==> src/logic/vga_pkg.sv <==
package vga_pkg;

    // screen coordinate, wide enough for the 800 and 525 totals
    typedef logic [9:0] coord_t;

    // 4 bits per channel, red in the top nibble
    typedef logic [11:0] rgb_t;

    // horizontal timing in pixel clocks
    localparam int DEF_H_ACTIVE = 640;
    localparam int DEF_H_FRONT  = 16;
    localparam int DEF_H_SYNC   = 96;
    localparam int DEF_H_BACK   = 48;

    // vertical timing in lines
    localparam int DEF_V_ACTIVE = 480;
    localparam int DEF_V_FRONT  = 10;
    localparam int DEF_V_SYNC   = 2;
    localparam int DEF_V_BACK   = 33;

    // named colours
    localparam rgb_t C_BLACK = 12'h000;
    localparam rgb_t C_WHITE = 12'hfff;
    // background of the active area
    localparam rgb_t C_GREEN = 12'h0f0;
    // pressed keys
    localparam rgb_t C_CYAN  = 12'h0ff;
    // keyboard panel behind the keys
    localparam rgb_t C_GREY  = 12'h888;

endpackage

==> src/logic/scan_if.sv <==
interface scan_if;

    import vga_pkg::*;

    // current scan position, raw counter values
    coord_t pix_x;
    coord_t pix_y;
    // inside the 640x480 window
    logic   video_on;
    // negative polarity syncs, not yet registered
    logic   hsync_n;
    logic   vsync_n;

    // timing generator side
    modport src (output pix_x, pix_y, video_on, hsync_n, vsync_n);
    // composer side
    modport dst (input pix_x, pix_y, video_on, hsync_n, vsync_n);

endinterface

==> src/logic/vga_timing.sv <==
module vga_timing #(
    parameter int H_ACTIVE = vga_pkg::DEF_H_ACTIVE,
    parameter int H_FRONT  = vga_pkg::DEF_H_FRONT,
    parameter int H_SYNC   = vga_pkg::DEF_H_SYNC,
    parameter int H_BACK   = vga_pkg::DEF_H_BACK,
    parameter int V_ACTIVE = vga_pkg::DEF_V_ACTIVE,
    parameter int V_FRONT  = vga_pkg::DEF_V_FRONT,
    parameter int V_SYNC   = vga_pkg::DEF_V_SYNC,
    parameter int V_BACK   = vga_pkg::DEF_V_BACK
) (
    input  logic   vga_clk,
    input  logic   rst,
    scan_if.src    scan
);

    import vga_pkg::*;

    // totals, 800 x 525 by default
    localparam int H_TOTAL = H_ACTIVE + H_FRONT + H_SYNC + H_BACK;
    localparam int V_TOTAL = V_ACTIVE + V_FRONT + V_SYNC + V_BACK;

    // last count before wrap
    localparam coord_t H_LAST = coord_t'(H_TOTAL - 1);
    localparam coord_t V_LAST = coord_t'(V_TOTAL - 1);

    // sync pulse windows, start inclusive and end exclusive
    localparam coord_t H_SYNC_START = coord_t'(H_ACTIVE + H_FRONT);
    localparam coord_t H_SYNC_END   = coord_t'(H_ACTIVE + H_FRONT + H_SYNC);
    localparam coord_t V_SYNC_START = coord_t'(V_ACTIVE + V_FRONT);
    localparam coord_t V_SYNC_END   = coord_t'(V_ACTIVE + V_FRONT + V_SYNC);

    coord_t h_cnt;
    coord_t v_cnt;

    // pixel counter every clock, line counter on pixel wrap
    always_ff @(posedge vga_clk or negedge rst) begin
        if (!rst) begin
            h_cnt <= '0;
            v_cnt <= '0;
        end else if (h_cnt == H_LAST) begin
            h_cnt <= '0;
            if (v_cnt == V_LAST) begin
                v_cnt <= '0;
            end else begin
                v_cnt <= v_cnt + 10'd1;
            end
        end else begin
            h_cnt <= h_cnt + 10'd1;
        end
    end

    // position straight from the counters
    assign scan.pix_x = h_cnt;
    assign scan.pix_y = v_cnt;

    // active window, both counters in range
    assign scan.video_on = (h_cnt < coord_t'(H_ACTIVE)) && (v_cnt < coord_t'(V_ACTIVE));

    // low during the pulse window
    assign scan.hsync_n = !((h_cnt >= H_SYNC_START) && (h_cnt < H_SYNC_END));
    assign scan.vsync_n = !((v_cnt >= V_SYNC_START) && (v_cnt < V_SYNC_END));

endmodule

==> src/flat_wrapper.sv <==
// flat-port wrapper written by rule: the top's interface ports become plain ports
module vga_timing_flat import vga_pkg::*;
#(
    parameter int H_ACTIVE = vga_pkg::DEF_H_ACTIVE,
    parameter int H_FRONT  = vga_pkg::DEF_H_FRONT,
    parameter int H_SYNC   = vga_pkg::DEF_H_SYNC,
    parameter int H_BACK   = vga_pkg::DEF_H_BACK,
    parameter int V_ACTIVE = vga_pkg::DEF_V_ACTIVE,
    parameter int V_FRONT  = vga_pkg::DEF_V_FRONT,
    parameter int V_SYNC   = vga_pkg::DEF_V_SYNC,
    parameter int V_BACK   = vga_pkg::DEF_V_BACK
)
  (vga_clk, rst, scan_pix_x, scan_pix_y, scan_video_on, scan_hsync_n, scan_vsync_n);
  scan_if scan_i ();
  input  logic vga_clk;
  input  logic rst;
  output wire logic [$bits(scan_i.pix_x)-1:0] scan_pix_x;
  output wire logic [$bits(scan_i.pix_y)-1:0] scan_pix_y;
  output wire logic [$bits(scan_i.video_on)-1:0] scan_video_on;
  output wire logic [$bits(scan_i.hsync_n)-1:0] scan_hsync_n;
  output wire logic [$bits(scan_i.vsync_n)-1:0] scan_vsync_n;
  assign scan_pix_x = scan_i.pix_x;
  assign scan_pix_y = scan_i.pix_y;
  assign scan_video_on = scan_i.video_on;
  assign scan_hsync_n = scan_i.hsync_n;
  assign scan_vsync_n = scan_i.vsync_n;
  vga_timing #(.H_ACTIVE(H_ACTIVE), .H_FRONT(H_FRONT), .H_SYNC(H_SYNC), .H_BACK(H_BACK), .V_ACTIVE(V_ACTIVE), .V_FRONT(V_FRONT), .V_SYNC(V_SYNC), .V_BACK(V_BACK)) u_core (.vga_clk(vga_clk), .rst(rst), .scan(scan_i));
endmodule
==> config.mk <==
export PLATFORM = sky130hd
export DESIGN_NAME = vga_timing_flat
export DESIGN_NICKNAME = d
export VERILOG_FILES = /design/src/logic/vga_pkg.sv /design/src/logic/scan_if.sv /design/src/logic/vga_timing.sv /design/src/flat_wrapper.sv
export SDC_FILE = /design/constraint.sdc
export NUM_CORES = 1
export LEC_CHECK = 0
export ABC_AREA = 1
export BUFFER_PORTS_ARGS = -buffer_cell sky130_fd_sc_hd__buf_2
export CAP_MARGIN = 20
export CORE_ASPECT_RATIO = 1.5
export CORE_MARGIN = 4
export CORE_UTILIZATION = 45
export CTS_CLUSTER_SIZE = 16
export DETAILED_ROUTE_END_ITERATION = 16
export HOLD_SLACK_MARGIN = 0.05
export PLACE_DENSITY_LB_ADDON = 0.1
export SYNTH_ARGS = -nofsm -noshare
export SYNTH_HDL_FRONTEND = slang
export SYNTH_SLANG_ARGS = --single-unit
==> constraint.sdc <==
create_clock -name vga_clk -period 1.5 [get_ports vga_clk]
set_input_delay 0.225 -clock vga_clk [delete_from_list [all_inputs] [get_ports vga_clk]]
set_output_delay 0.225 -clock vga_clk [all_outputs]
set_load 0.005 [all_outputs]
==> Word-level counts from Yosys, hierarchy flattened <==
Cells that the tools add are included.
{ "classes": {"n_addsub": 2, "magnitude_cmp": 6, "n_eq_ne": 2, "n_mux": 2, "n_reduce_logical": 5} }
{ "ops": {"columns": ["op", "n"], "rows": [
  ["$add A10 B1 Y10 const B", 2],
  ["$eq A10 B10 Y1 const B", 2],
  ["$lt A10 B10 Y1 const B", 2],
  ["$lt A10 B9 Y1 const B", 2],
  ["$mux W10", 2],
  ["$ge A10 B10 Y1 const B", 1],
  ["$ge A10 B9 Y1 const B", 1],
  ["$logic_and A1 B1 Y1", 3],
  ["$logic_not A1 Y1", 2]
]} }
{ "totals": {"reg_bits": 20, "output_inout_bits": 23, "elab_cells": 19} }

==> Longest topological paths before layout <==
{ "depth": {"word_depth": 3, "ltp_mapped": 9, "depth_no_buf": 9} }

==> Worst setup path before layout <==
No wires, ideal clock.
{ "synth_timing": {"path_type": "flip-flop to flip-flop", "start": "register u_core.h_cnt[0] (netlist: u_core.scan.pix_x[0])", "end": "register u_core.v_cnt[9] (netlist: u_core.scan.pix_y[9])", "arrival_ns": 1.192, "slack_ns": 0.189, "path_stages_with_launch": 9, "path_buffers": 0, "period_less_slack_ns": 1.311, "path_cell_list": "dfrtp_1 ha_1 nand2_2 nor2_4 inv_2 nor2_4 nand3_1 nand2_1 nor2_1"} }
{ "synth_via": {"elab_chain_cells": 1} }
{ "synth_rtl": {"columns": ["item", "line_no", "source"], "rows": [
  ["start, declared", "vga_timing.sv:32", "coord_t h_cnt;"],
  ["start signal, assigned", "vga_timing.sv:48", "h_cnt <= h_cnt + 10'd1;"],
  ["$eq A10 B10 Y1", "vga_timing.sv:40", "end else if (h_cnt == H_LAST) begin"],
  ["end signal, assigned", "vga_timing.sv:45", "v_cnt <= v_cnt + 10'd1;"],
  ["end, declared", "vga_timing.sv:33", "coord_t v_cnt;"]
]} }
Every way passes these cells.
A chain may end at the register's enable or synchronous reset.

==> Worst setup path in the final report <==
{ "layout_timing": {"start": "register u_core.h_cnt[0] (netlist: u_core.scan.pix_x[0])", "end": "register u_core.v_cnt[5] (netlist: u_core.scan.pix_y[5])"} }
The elaborated chain is that of the path after synthesis.

==> impl_metrics.tcl <==
set metrics [dict create \
    antenna_found_initial 0 \
    drt.antenna.violating_nets 0 \
    yosysWarnings 0 \
    vias 1173 \
    design_area_um2 1570 \
    post_drt_wl_per_cell_um 11.8 \
    pre_cts_slack_ns 0.0443 \
    slew_headroom_pct 67.5 \
    cts_max_level 1 \
    path_max_fanout 6 \
    hpwl_um 2090 \
    critPathKind "register to register" \
    ios 25 \
    gp_congestion 0.844 \
    grt_pass1_vias 1110 \
    fin_ws_ns 0.0819 \
    initial_utilization_pct 46.6 \
    grt_overflow 0 \
    area_delta_synth_final_pct 25.9 \
    seq_area_um2 508 \
    first_iter_violations 26 \
    cts_tree "yes" \
    synth_fa_ha_area_share_pct 4.02 \
    maxCapViolCount 0 \
    clk_pin_slew_ns 0.08 \
    start_kind "register" \
    finalSetupViolations 0 \
    wl_um 2830 \
    cts_max_path_buffers 2 \
    synth_compound_area_share_pct 4.42 \
    netlist_instances 165 \
    drc_errors 0 \
    cp.arrival_ns 1.60 \
    worstPathRequired_ns 1.68 \
    tightest_slew_ns 0.487 \
    grt_start_max_net_pins 21 \
    yosysUniqueCellTypes 21 \
    hp-class "input pin to asynchronous set/reset pin" \
    nets 209 \
    fin_crit_sh_pct 94.5 \
    syn_area_um2 1250 \
    core-area_um2 2680 \
    dieArea_um2 3690 \
    synth_nets 171 \
    first_pass_iters 4 \
    avgSynthCellArea_um2 7.55 \
    row_count 23 \
    clk_latency_ns 0.25 \
    slew_viol_final 0 \
    grt_pass1_wl_um 4690 \
    power.density_cell_area_nw_per_um2 613 \
    max_freq_ghz 0.705 \
    endpoint_kind "register" \
    drive_above_1_share_pct 32.2 \
    setup_tns_ns 0 \
    fin_skew_ns 0.00194 \
    multi_input_area_um2 647 \
    cts.sinks 20 \
    max-vdd-ir-drop_v 0.000356 \
    synth_xor_xnor_area_share_pct 3.51 \
    synth_simple_gate_area_share_pct 38.8 \
    synth_top_family_by_area "simple AND/OR/NAND/NOR gates" \
    power.leakage_nw 0.830 \
    cts_buffers 3 \
    die_y_um 72.5 \
    postPlaceCellArea_um2 1410 \
    outcome "finished clean" \
    ys_ff_latch 20 \
    finalHoldViolCount 0 \
    grt_use_total_pct 16.3 \
    fillCellCount 277 \
    final.min_clock_period_ns 1.42 \
    viasPerCell 4.91 \
    synth.area.mux_share_pct 0 \
    die_w_um 51.0 \
    io_buffer_count 24 \
    seq_area_frac_synth_pct 40.2 \
    diodes 0 \
    cts-root-buf "clkbuf_8" \
    fin_util_pct 58.6 \
]
## stage by stage
stage / instances / total power, W / hold slack [ns]
after floorplan: 165 / 0.000550 / -0.0706
after global placement: 226 / 0.000562 / 0.204
after detailed placement: 226 / 0.000562 / 0.214
after CTS: 231 / 0.000980 / 0.478
after global routing: 239 / 0.00100 / 0.504
final: 239 / 0.000962 / 0.463
## kinds of logic (layout without fill, tap and decap cells)
family / after synthesis / count (layout)
AO/OA/AOI/OAI: 11 / 11
XOR/XNOR: 5 / 5
adder cells (fa/ha/maj): 4 / 4
buffers and inverters: 28 / 65
flip-flops: 20 / 20
AND/OR/NAND/NOR: 97 / 97
## report_power, final
| part | switching [W] | internal [W] |
|---|---|---|
| logic | 0.0000113 | 0.00000263 |
| registers | 0 | 0.000539 |
| clock network | 0.000176 | 0.000233 |
## flip-flops by register name, summed over array words and instances (netlist names)
register           flops
u_core.scan.pix_x     10
u_core.scan.pix_y     10
## worst paths after layout
| kind | startpoint | end | slack [ns] | cells past startpoint |
|---|---|---|---|---|
| setup / recovery | u_core.scan.pix_x[0] | u_core.scan.pix_y[5] | 0.08 | 8 |
| hold / removal | rst | u_core.scan.pix_x[2] | 0.46 | 2 |
| setup reg to reg | u_core.scan.pix_x[0] | u_core.scan.pix_y[5] | 0.08 | 8 |
| hold reg to reg | u_core.scan.pix_x[2] | u_core.scan.pix_x[2] | 0.52 | 1 |
| max in group asynchronous | rst | u_core.scan.pix_y[5] | 0.68 | 2 |
| min in group vga_clk | u_core.scan.pix_x[2] | u_core.scan.pix_x[2] | 0.52 | 1 |
## placed cells by master (no fill, tap or decap), types with 4 or more instances in the layout
cell,count
buf_2,25
a21oi_1,5
ha_1,4
nor2_2,4
clkbuf_8,4
nand2_1,38
o21ai_0,4
nand4_1,7
dfrtp_1,14
buf_4,8
inv_1,23
nor2_1,20
nor2_4,7
nand3_1,13
xor2_1,5
dfrtp_2,6
## synth_stat cells
master | count | area share, %
inv_1 | 25 | 7.5
buf_6 | 1 | 0.90
inv_2 | 1 | 0.30
nand4_1 | 7 | 3.5
nand3_1 | 13 | 5.2
nand2_2 | 3 | 1.5
a21oi_1 | 5 | 2.0
nor2_1 | 20 | 6.0
nand3_4 | 1 | 1.4
xor2_1 | 5 | 3.5
dfrtp_1 | 20 | 40
or2_2 | 1 | 0.50
clkbuf_2 | 1 | 0.40
nand2_1 | 38 | 11
o21ai_1 | 2 | 0.80
nand3_2 | 1 | 0.80
ha_1 | 4 | 4.0
o21ai_0 | 4 | 1.6
nor3_1 | 2 | 0.80
nor2_2 | 6 | 3.0
nor2_4 | 5 | 4.5
## routing by layer
layer | up-vias | global-route usage (%) | part of all wire [%]
met3 | 6 | 1.85 | 3.7
met4 | 0 | 5.99 | 1.6
li1 | 584 | - | -
met5 | - | 0 | 0
met2 | 27 | 30.6 | 53
met1 | 556 | 18.5 | 42
## layout make-up
cell class              instances  share of cell area (%)
well taps                      37                    2.95
repair buffers                 35                    13.7
inverters                      26                    6.22
clock buffers                   4                    3.51
flip-flops and latches         20                    32.4
multi-input cells             117                    41.2
## worst max-delay path: stages (launching register included)
cell     delay (ns)
dfrtp_1        0.38
ha_1           0.21
nand2_2        0.10
nor2_4         0.11
nand3_2        0.09
nor2_4         0.14
buf_2          0.18
nand3_1        0.08
o21ai_1        0.07
## timing repair
item,in CTS,in global routing
endpoints found under the setup margin,0,11
buffers inserted,0,8
endpoints found under the hold margin,20,0
gates resized for setup,0,12
hold buffers,1,0
Power figures use the tool's default switching activity.
