===== src/logic/vga_pkg.sv =====
package vga_pkg;

    // screen coordinate, wide enough for the 800 and 525 totals
    typedef logic [9:0] coord_t;

    // 4 bits per channel, red in the top nibble
    typedef logic [11:0] rgb_t;

    // horizontal timing in pixel clocks
    localparam int DEF_H_ACTIVE = 640;
    localparam int DEF_H_FRONT  = 16;
    localparam int DEF_H_SYNC   = 96;
    localparam int DEF_H_BACK   = 48;

    // vertical timing in lines
    localparam int DEF_V_ACTIVE = 480;
    localparam int DEF_V_FRONT  = 10;
    localparam int DEF_V_SYNC   = 2;
    localparam int DEF_V_BACK   = 33;

    // named colours
    localparam rgb_t C_BLACK = 12'h000;
    localparam rgb_t C_WHITE = 12'hfff;
    // background of the active area
    localparam rgb_t C_GREEN = 12'h0f0;
    // pressed keys
    localparam rgb_t C_CYAN  = 12'h0ff;
    // keyboard panel behind the keys
    localparam rgb_t C_GREY  = 12'h888;

endpackage


===== src/logic/shape_pkg.sv =====
package shape_pkg;

    import vga_pkg::*;

    // object opcodes, NONE marks the end of the list
    typedef enum logic [1:0] {
        SHAPE_NONE      = 2'd0,
        SHAPE_RECT      = 2'd1,
        SHAPE_ROUNDRECT = 2'd2
    } shape_e;

    // one display object, 2 + 5*10 + 12 = 64 bits
    typedef struct packed {
        shape_e shape;
        coord_t x;
        coord_t y;
        coord_t w;
        coord_t h;
        coord_t r;
        rgb_t   colour;
    } obj_t;

    // 21 keys, then the panel, then the terminator
    localparam int N_KEYS = 21;
    localparam int N_OBJ  = 23;

    // key geometry, row 1 origin
    localparam coord_t KEY_X0    = 10'd80;
    localparam coord_t KEY_Y0    = 10'd120;
    localparam coord_t KEY_W     = 10'd40;
    localparam coord_t KEY_H     = 10'd40;
    localparam coord_t KEY_R     = 10'd5;
    localparam coord_t KEY_PITCH = 10'd50;

    // row offsets from row 1
    localparam coord_t ROW2_DX = 10'd30;
    localparam coord_t ROW2_DY = 10'd60;
    localparam coord_t ROW3_DX = 10'd40;
    localparam coord_t ROW3_DY = 10'd120;

    // grey panel behind all three rows
    localparam coord_t PANEL_X = 10'd60;
    localparam coord_t PANEL_Y = 10'd100;
    localparam coord_t PANEL_W = 10'd420;
    localparam coord_t PANEL_H = 10'd200;

    // key face colours
    localparam rgb_t KEY_UP_RGB   = C_WHITE;
    localparam rgb_t KEY_DOWN_RGB = C_CYAN;

endpackage


===== src/logic/key_layout.sv =====
module key_layout (
    input  logic                         vga_clk,
    input  logic                         rst,
    input  logic [shape_pkg::N_KEYS-1:0] key_down,
    output shape_pkg::obj_t              objs [shape_pkg::N_OBJ]
);

    import vga_pkg::*;
    import shape_pkg::*;

    localparam int KEYS_PER_ROW = 7;

    // fixed entries after the keys
    localparam obj_t PANEL_OBJ = '{shape: SHAPE_RECT, x: PANEL_X, y: PANEL_Y,
                                   w: PANEL_W, h: PANEL_H, r: '0, colour: C_GREY};
    localparam obj_t NONE_OBJ  = '{shape: SHAPE_NONE, x: '0, y: '0,
                                   w: '0, h: '0, r: '0, colour: C_BLACK};

    // build key idx from its row and column
    function automatic obj_t key_obj(input int idx, input logic down);
        int   row;
        int   col;
        obj_t o;
        row      = idx / KEYS_PER_ROW;
        col      = idx % KEYS_PER_ROW;
        o.shape  = SHAPE_ROUNDRECT;
        o.x      = KEY_X0 + coord_t'(col * KEY_PITCH);
        o.y      = KEY_Y0;
        o.w      = KEY_W;
        o.h      = KEY_H;
        o.r      = KEY_R;
        o.colour = down ? KEY_DOWN_RGB : KEY_UP_RGB;
        // shift rows 2 and 3 right and down
        case (row)
            1: begin
                o.x = o.x + ROW2_DX;
                o.y = KEY_Y0 + ROW2_DY;
            end
            2: begin
                o.x = o.x + ROW3_DX;
                o.y = KEY_Y0 + ROW3_DY;
            end
            default: o.y = KEY_Y0;
        endcase
        return o;
    endfunction

    // table reloaded every clock, key colour follows key_down
    always_ff @(posedge vga_clk or negedge rst) begin
        if (!rst) begin
            // all keys released
            for (int i = 0; i < N_KEYS; i++) begin
                objs[i] <= key_obj(i, 1'b0);
            end
            objs[N_KEYS]     <= PANEL_OBJ;
            objs[N_KEYS + 1] <= NONE_OBJ;
        end else begin
            for (int i = 0; i < N_KEYS; i++) begin
                objs[i] <= key_obj(i, key_down[i]);
            end
            objs[N_KEYS]     <= PANEL_OBJ;
            objs[N_KEYS + 1] <= NONE_OBJ;
        end
    end

endmodule


===== config.mk =====
export PLATFORM = sky130hd
export DESIGN_NAME = key_layout
export DESIGN_NICKNAME = d
export VERILOG_FILES = /design/src/logic/vga_pkg.sv /design/src/logic/shape_pkg.sv /design/src/logic/key_layout.sv
export SDC_FILE = /design/constraint.sdc
export NUM_CORES = 1
export LEC_CHECK = 0
export BUFFER_PORTS_ARGS = -buffer_cell sky130_fd_sc_hd__buf_4
export CORE_AREA = 2 2 578 580
export CTS_CLUSTER_SIZE = 24
export DETAILED_ROUTE_END_ITERATION = 6
export DIE_AREA = 0 0 580 582
export PLACE_DENSITY = 0.3
export RECOVER_POWER = 25
export SETUP_SLACK_MARGIN = 0.05
export SYNTH_ARGS = -nofsm -noshare
export SYNTH_HDL_FRONTEND = slang
export SYNTH_SLANG_ARGS = --single-unit

===== constraint.sdc =====
create_clock -name vga_clk -period 0.9 [get_ports vga_clk]
set_input_delay 0.09 -clock vga_clk [delete_from_list [all_inputs] [get_ports vga_clk]]
set_output_delay 0.09 -clock vga_clk [all_outputs]
set_load 0.01 [all_outputs]

# Word level (Yosys, flattened, before mapping)
# Cells that the tools add are included.
# op_classes
muxes	21
# op_table
cell	n
$mux 12	21
# totals
reg_bits	252
in_bits	23
out_inout_bits	1472
wordCells	42

# Longest topological paths before layout
# Gate-level depths: netlist of run 1.
# depth
word_depth	1
depth_mapped	1
mapped_depth_nobuf	1

# Least setup slack after synthesis of run 1
# Ideal clock, no wire load.
# synth_path
path_type	register to output
from	reg objs[1034] (netlist name)
to	out objs[1033] (netlist name)
arrival_ps	674
t_required_ps	810
path_slack_ps	136
path_stages_with_launch	2
n_path_buf	1
cell_sequence	dfstp_2 > buf_4
# synth_lines
item	line_no	text
end: declaration	key_layout.sv:5	output shape_pkg::obj_t objs [shape_pkg::N_OBJ]

==> impl_metrics.tcl, run 1 <==
set metrics [dict create \
    status "finished, violations left" \
    violations "setup timing" \
    grt_pass1_vias 1773 \
    yosysTopAreaCell "buf_4" \
    core.rowCount 212 \
    syn_area_mm2 0.0115 \
    cts_num_sinks 21 \
    final_nets 1585 \
    top_regs "objs (21)" \
    worst-path-max-fanout 4 \
    drive_gt1_share_pct 8.33 \
    required_ns 0.81 \
    slowest_stage "dfstp_2" \
    fin_total_pwr_mw 5.85 \
    grt_max_degree 22 \
    synth_cells 1495 \
    vdd_drop_max_mv 0.613 \
    fin_crit_sh_pct 130 \
    critPathBufInv 1 \
    critPathCaptureType "output pin" \
    ys_seq_elements 21 \
    syn2layout_area_growth_pct 10.1 \
    htree_levels 1 \
    slew_viol_final 0 \
    yosysWarnings 0 \
    worstMarginPinSlew_ns 0.890 \
    highest_layer "met5" \
    wirelength_mm 14.8 \
    cts_tree "built" \
    antenna_found_initial 7 \
    fp.dieH_um 582 \
    leakage_nw 5.56 \
    die_w_um 580 \
    ioPinCount 1495 \
    track_usage_pct 0.643 \
    grt_pass1_wl_mm 14.6 \
    wl_met1_mm 2.22 \
    largest_reg_flops 21 \
    rsz0062_at_grt "yes" \
    top_register "objs" \
    post_drt_wl_per_cell_um 2.48 \
    hp-class "primary input to async pin" \
    via_per_inst 0.740 \
    clockBufferDepth 2 \
    place_congestion 0.556 \
    crit_path_cell_trace "buf_4" \
    powerDensity_mw_per_mm2 461 \
    worstSetupPathType "flip-flop to output pin" \
    fin_ws_ns -0.272 \
    port_buffers 106 \
    layout_commonest_cell "conb_1" \
    ant_nets 0 \
    wl_met3_mm 2.92 \
    cts_root_buffer "clkbuf_16" \
    syn_avg_cell_area_um2 7.71 \
    cap_violations 0 \
    core_area_mm2 0.332 \
    crit_family "flip-flops" \
    finalCriticalPeriod_ns 1.17 \
    netlist.area_leader.share_pct 94.5 \
    final_util_pct 3.83 \
    num-fill-cells 39600 \
    slowest_delay_ns 0.61 \
    wl_met2_mm 9.11 \
    place_hpwl_mm 13.8 \
    start_util_pct 3.47 \
    layout_common_cells "1388 x conb_1, 74 x buf_6, 31 x buf_4" \
    multi_input_area_mm2 0.00521 \
    die_area_mm2 0.338 \
    grt_remaining_overflow 0 \
    ff_latch_area_um2 552 \
    synth.area.top_cells "buf_4 94%, dfstp_2 4.8%, inv_1 0.68%" \
    finalSetupViolCount 84 \
    start_kind "flip-flop" \
    yosysSeqAreaShare_pct 4.79 \
    max_freq_mhz 853 \
    hold_violations 0 \
    post_cts_buffers 0 \
    max-slew-margin-rel_pct 40.7 \
    drc 0 \
    cts_buffers 3 \
    drt-initial-drc-count 15 \
    worstPathArrival_ns 1.08 \
    vias 4403 \
    drtPass1Iterations 3 \
    tns_ns -19.60 \
    synth_cell_types 4 \
    cts.clk_slew.worst_paths_ns 0.10 \
]
## repair_timing
| action | in CTS | in global routing |
|---|---|---|
| gates resized for setup | 72 | 2 |
| cloned | 0 | 0 |
| endpoints found under the hold margin | 21 | 0 |
| endpoints found under the setup margin | 84 | 84 |
| hold buffers | 21 | 0 |
| pin swaps | 0 | 0 |
## stage by stage
stage	instances	instance area, µm²	setup WS, ns	hold WS (ns)
2_1_floorplan	2881	16700	0.136	-0.0578
3_3_place_gp	5923	12100	0.0373	0.201
3_5_place_dp	5923	12100	0.0313	0.203
4_1_cts	5948	12700	-0.329	0.0359
5_1_grt	5949	12700	-0.322	0.386
6_report	5952	12700	-0.272	0.240
## per-layer routing
| metal | vias up | global-route usage, % |
|---|---|---|
| met1 | 1815 | 0.309 |
| met3 | 12 | 0.174 |
| met2 | 815 | 1.48 |
| met4 | 2 | 0.660 |
| li1 | 1759 | - |
| met5 | - | 0 |
## worst paths after layout
check	from	endpoint	depth (start not counted)
min	rst	objs[970]$_DFF_PN1_	1
min in group vga_clk	key_down[16]	objs[394]$_DFF_PN1_	3
max	objs[778]$_DFF_PN1_	objs[779]	1
max in group asynchronous	rst	objs[842]$_DFF_PN1_	1
## Yosys cell counts
| master | instances |
|---|---|
| inv_1 | 21 |
| conb_1 | 2 |
| dfstp_2 | 21 |
| buf_4 | 1451 |
## final cells by class
type	instances	share of cell area, %
diodes	4	0.0788
clock buffers	4	0.621
inverters	21	0.621
multi-input cells	1388	41.0
flip-flops and latches	21	4.34
well taps	4387	43.2
repair buffers	127	10.1
## logic make-up (layout without fill, tap and decap cells)
kind of cell	after synthesis	in the layout	share of synthesized area [%]
other cells	2	1392	0.0651
flops	21	21	4.79
buf+inv	1472	152	95.1
## power breakdown
part           switching, mW  internal [mW]  total (mW)
Sequential            0.0977           1.04        1.13
Combinational           2.95          0.453        3.40
Clock                  0.698          0.619        1.32
No activity file was read; power rests on OpenSTA's default activity.
==> inputs of run 2 (changes only) <==
--- a/config.mk
+++ b/config.mk
@@ -6,10 +6,12 @@
 export NUM_CORES = 1
 export LEC_CHECK = 0
 export BUFFER_PORTS_ARGS = -buffer_cell sky130_fd_sc_hd__buf_4
-export CORE_AREA = 2 2 578 580
+export CELL_PAD_IN_SITES_DETAIL_PLACEMENT = 0
+export CELL_PAD_IN_SITES_GLOBAL_PLACEMENT = 1
+export CORE_AREA = 2 2 586 588
 export CTS_CLUSTER_SIZE = 24
 export DETAILED_ROUTE_END_ITERATION = 6
-export DIE_AREA = 0 0 580 582
+export DIE_AREA = 0 0 588 590
 export PLACE_DENSITY = 0.3
 export RECOVER_POWER = 25
 export SETUP_SLACK_MARGIN = 0.05
==> run 2 against run 1 <==
Effect of this change: die area grew 2.8%; worst setup slack got worse by 0.038 ns; combinational power increased by 2%; non-clock buffer count rose by 1; final cell count rose by 2.8%; sequential share of layout area fell by 0.080 points; largest power group unchanged; wire length is 16% higher; the flow finishes with violations (hold timing, setup timing).
==> impl_metrics.tcl, run 2 (synthesis gave the netlist of run 1 again) <==
set metrics [dict create \
    status "finished, violations left" \
    violations "hold timing, setup timing" \
    slew_viol_final 0 \
    drc 0 \
    vdd_drop_max_mv 0.625 \
    cp-endpoint "objs[521]" \
    fin_ws_ns -0.310 \
    clockPowerShare_pct 20.8 \
    die_area_mm2 0.347 \
    cts_buffers 3 \
    finalSetupViolCount 84 \
    fp.dieH_um 590 \
    p_sw_share_pct 63.8 \
    htree_levels 1 \
    grt_max_degree 22 \
    worst_setup_path_startpoint "objs[522]$_DFF_PN1_" \
    post_drt_wl_per_cell_um 2.80 \
    hold_violations 1 \
    core_area_mm2 0.341 \
    place_hpwl_mm 16.3 \
    cts_root_buffer "clkbuf_16" \
    slowest_delay_ns 0.66 \
    start_util_pct 3.38 \
    ff_latch_area_um2 552 \
    slowest_stage "dfstp_2" \
    grt_pass1_vias 1773 \
    largest_reg_flops 21 \
    grt.busiest_layer "met2" \
    stdcell_count 6120 \
    max-slew-margin-rel_pct 44.2 \
    internal_power_mw 2.11 \
    syn2layout_area_growth_pct 12.2 \
    grtUsageMet2_pct 1.83 \
    drive_gt1_share_pct 8.58 \
    top_regs "objs (21)" \
    wirelength_mm 17.1 \
    powerDensity_mw_per_mm2 451 \
    dpl.cell_count 6094 \
    grt_remaining_overflow 0 \
    max_freq_mhz 827 \
    crit_path_cell_trace "buf_4" \
    fin_crit_sh_pct 134 \
    crit_family "flip-flops" \
    final_util_pct 3.79 \
    port_buffers 106 \
    rsz0062_at_grt "yes" \
    drt-initial-drc-count 23 \
    start_kind "flip-flop" \
    cts.clk_slew.worst_paths_ns 0.10 \
    leakage_nw 5.58 \
    ioPinCount 1495 \
    top_register "objs" \
    hp-class "primary input to flip-flop" \
    grt_pass1_wl_mm 16.0 \
    placed_area_mm2 0.0124 \
    finalCriticalPeriod_ns 1.21 \
    path_depth 1 \
    use_met1_pct 0.249 \
    drtPass1Iterations 3 \
    layout_common_cells "1388 x conb_1, 75 x buf_6, 31 x buf_4" \
    hold_ws_ns -0.0222 \
    seqPwrFrac_pct 19.9 \
    num-fill-cells 40800 \
    worstMarginPinSlew_ns 0.837 \
    ant_nets 0 \
    worstSetupPathType "flip-flop to output pin" \
    track_usage_pct 0.695 \
    power.net_switching_mw 3.73 \
    critPathBufInv 1 \
    cap_violations 0 \
    via_per_inst 0.729 \
    die_w_um 588 \
    critPathCaptureType "output pin" \
    required_ns 0.81 \
    vias 4460 \
    antenna_found_initial 5 \
    dp_slack_ns -0.00546 \
    multi_input_area_mm2 0.00521 \
    place_congestion 0.615 \
    final_nets 1586 \
    final_area_mm2 0.0129 \
    worst-path-max-fanout 4 \
    combPwrFrac_pct 59.2 \
    cts_tree "built" \
    core.rowCount 215 \
    met3_usage_pct 0.153 \
    worstPathArrival_ns 1.12 \
    cts_num_sinks 21 \
    clockBufferDepth 2 \
    layout_commonest_cell "conb_1" \
]
run 2: cell types whose count changed in the layout (fill, tap and decap cells not counted):
cell	previous run	this run
diode_2	4	1
buf_12	0	2
dlygate4sd3_1	21	19
buf_6	74	75
clkbuf_1	1	0
clkinv_2	0	1
run 2: per-stage QoR:
step,total power [mW],TNS (ns)
finish,5.84,-21.28
global route,6.32,-24.91
CTS,5.86,-25.60
detailed placement,4.25,-0.0218
global placement,4.26,-0.0257
floorplan,8.40,0
run 2: area by class of cell:
class	count	area share (%)
clock inverters	1	0.0387
inverters	21	0.609
diodes	1	0.0193
well taps	4557	44.1
clock buffers	3	0.580
multi-input cells	1388	40.3
repair buffers	128	10.1
flip-flops and latches	21	4.26
run 2: power by group through the flow:
stage          sequential (mW)  combinational (mW)  clock (mW)
2_1_floorplan             1.12                7.29           0
3_3_place_gp              1.16                3.10           0
3_5_place_dp              1.17                3.08           0
4_1_cts                   1.18                3.27        1.41
5_1_grt                   1.18                3.78        1.36
6_report                  1.16                3.46        1.22
run 2: layer usage:
metal	share of wire [%]	up-vias
met2	70	811
li1	-	1759
met4	2.3	2
met5	0.076	-
met3	17	10
met1	11	1878
run 2: what timing repair did:
action	in CTS	in global routing
buffers inserted	1	1
pin swaps	0	0
hold buffers	19	0
resized for setup	73	2
hold endpoints to repair	19	0
endpoints found under the setup margin	84	84
run 2: how the worst min path moves through the flow:
stage,from,end,slack (ns),depth (start not counted)
after CTS,rst,objs[970]$_DFF_PN1_,0.009,1
after global routing,key_down[8],objs[906]$_DFF_PN1_,0.002,2
final,key_down[8],objs[906]$_DFF_PN1_,-0.02,2
after detailed placement,key_down[2],objs[1290]$_DFF_PN1_,0.20,2
after floorplan,rst,objs[1034]$_DFF_PN1_,-0.06,0
after global placement,key_down[2],objs[1290]$_DFF_PN1_,0.20,2
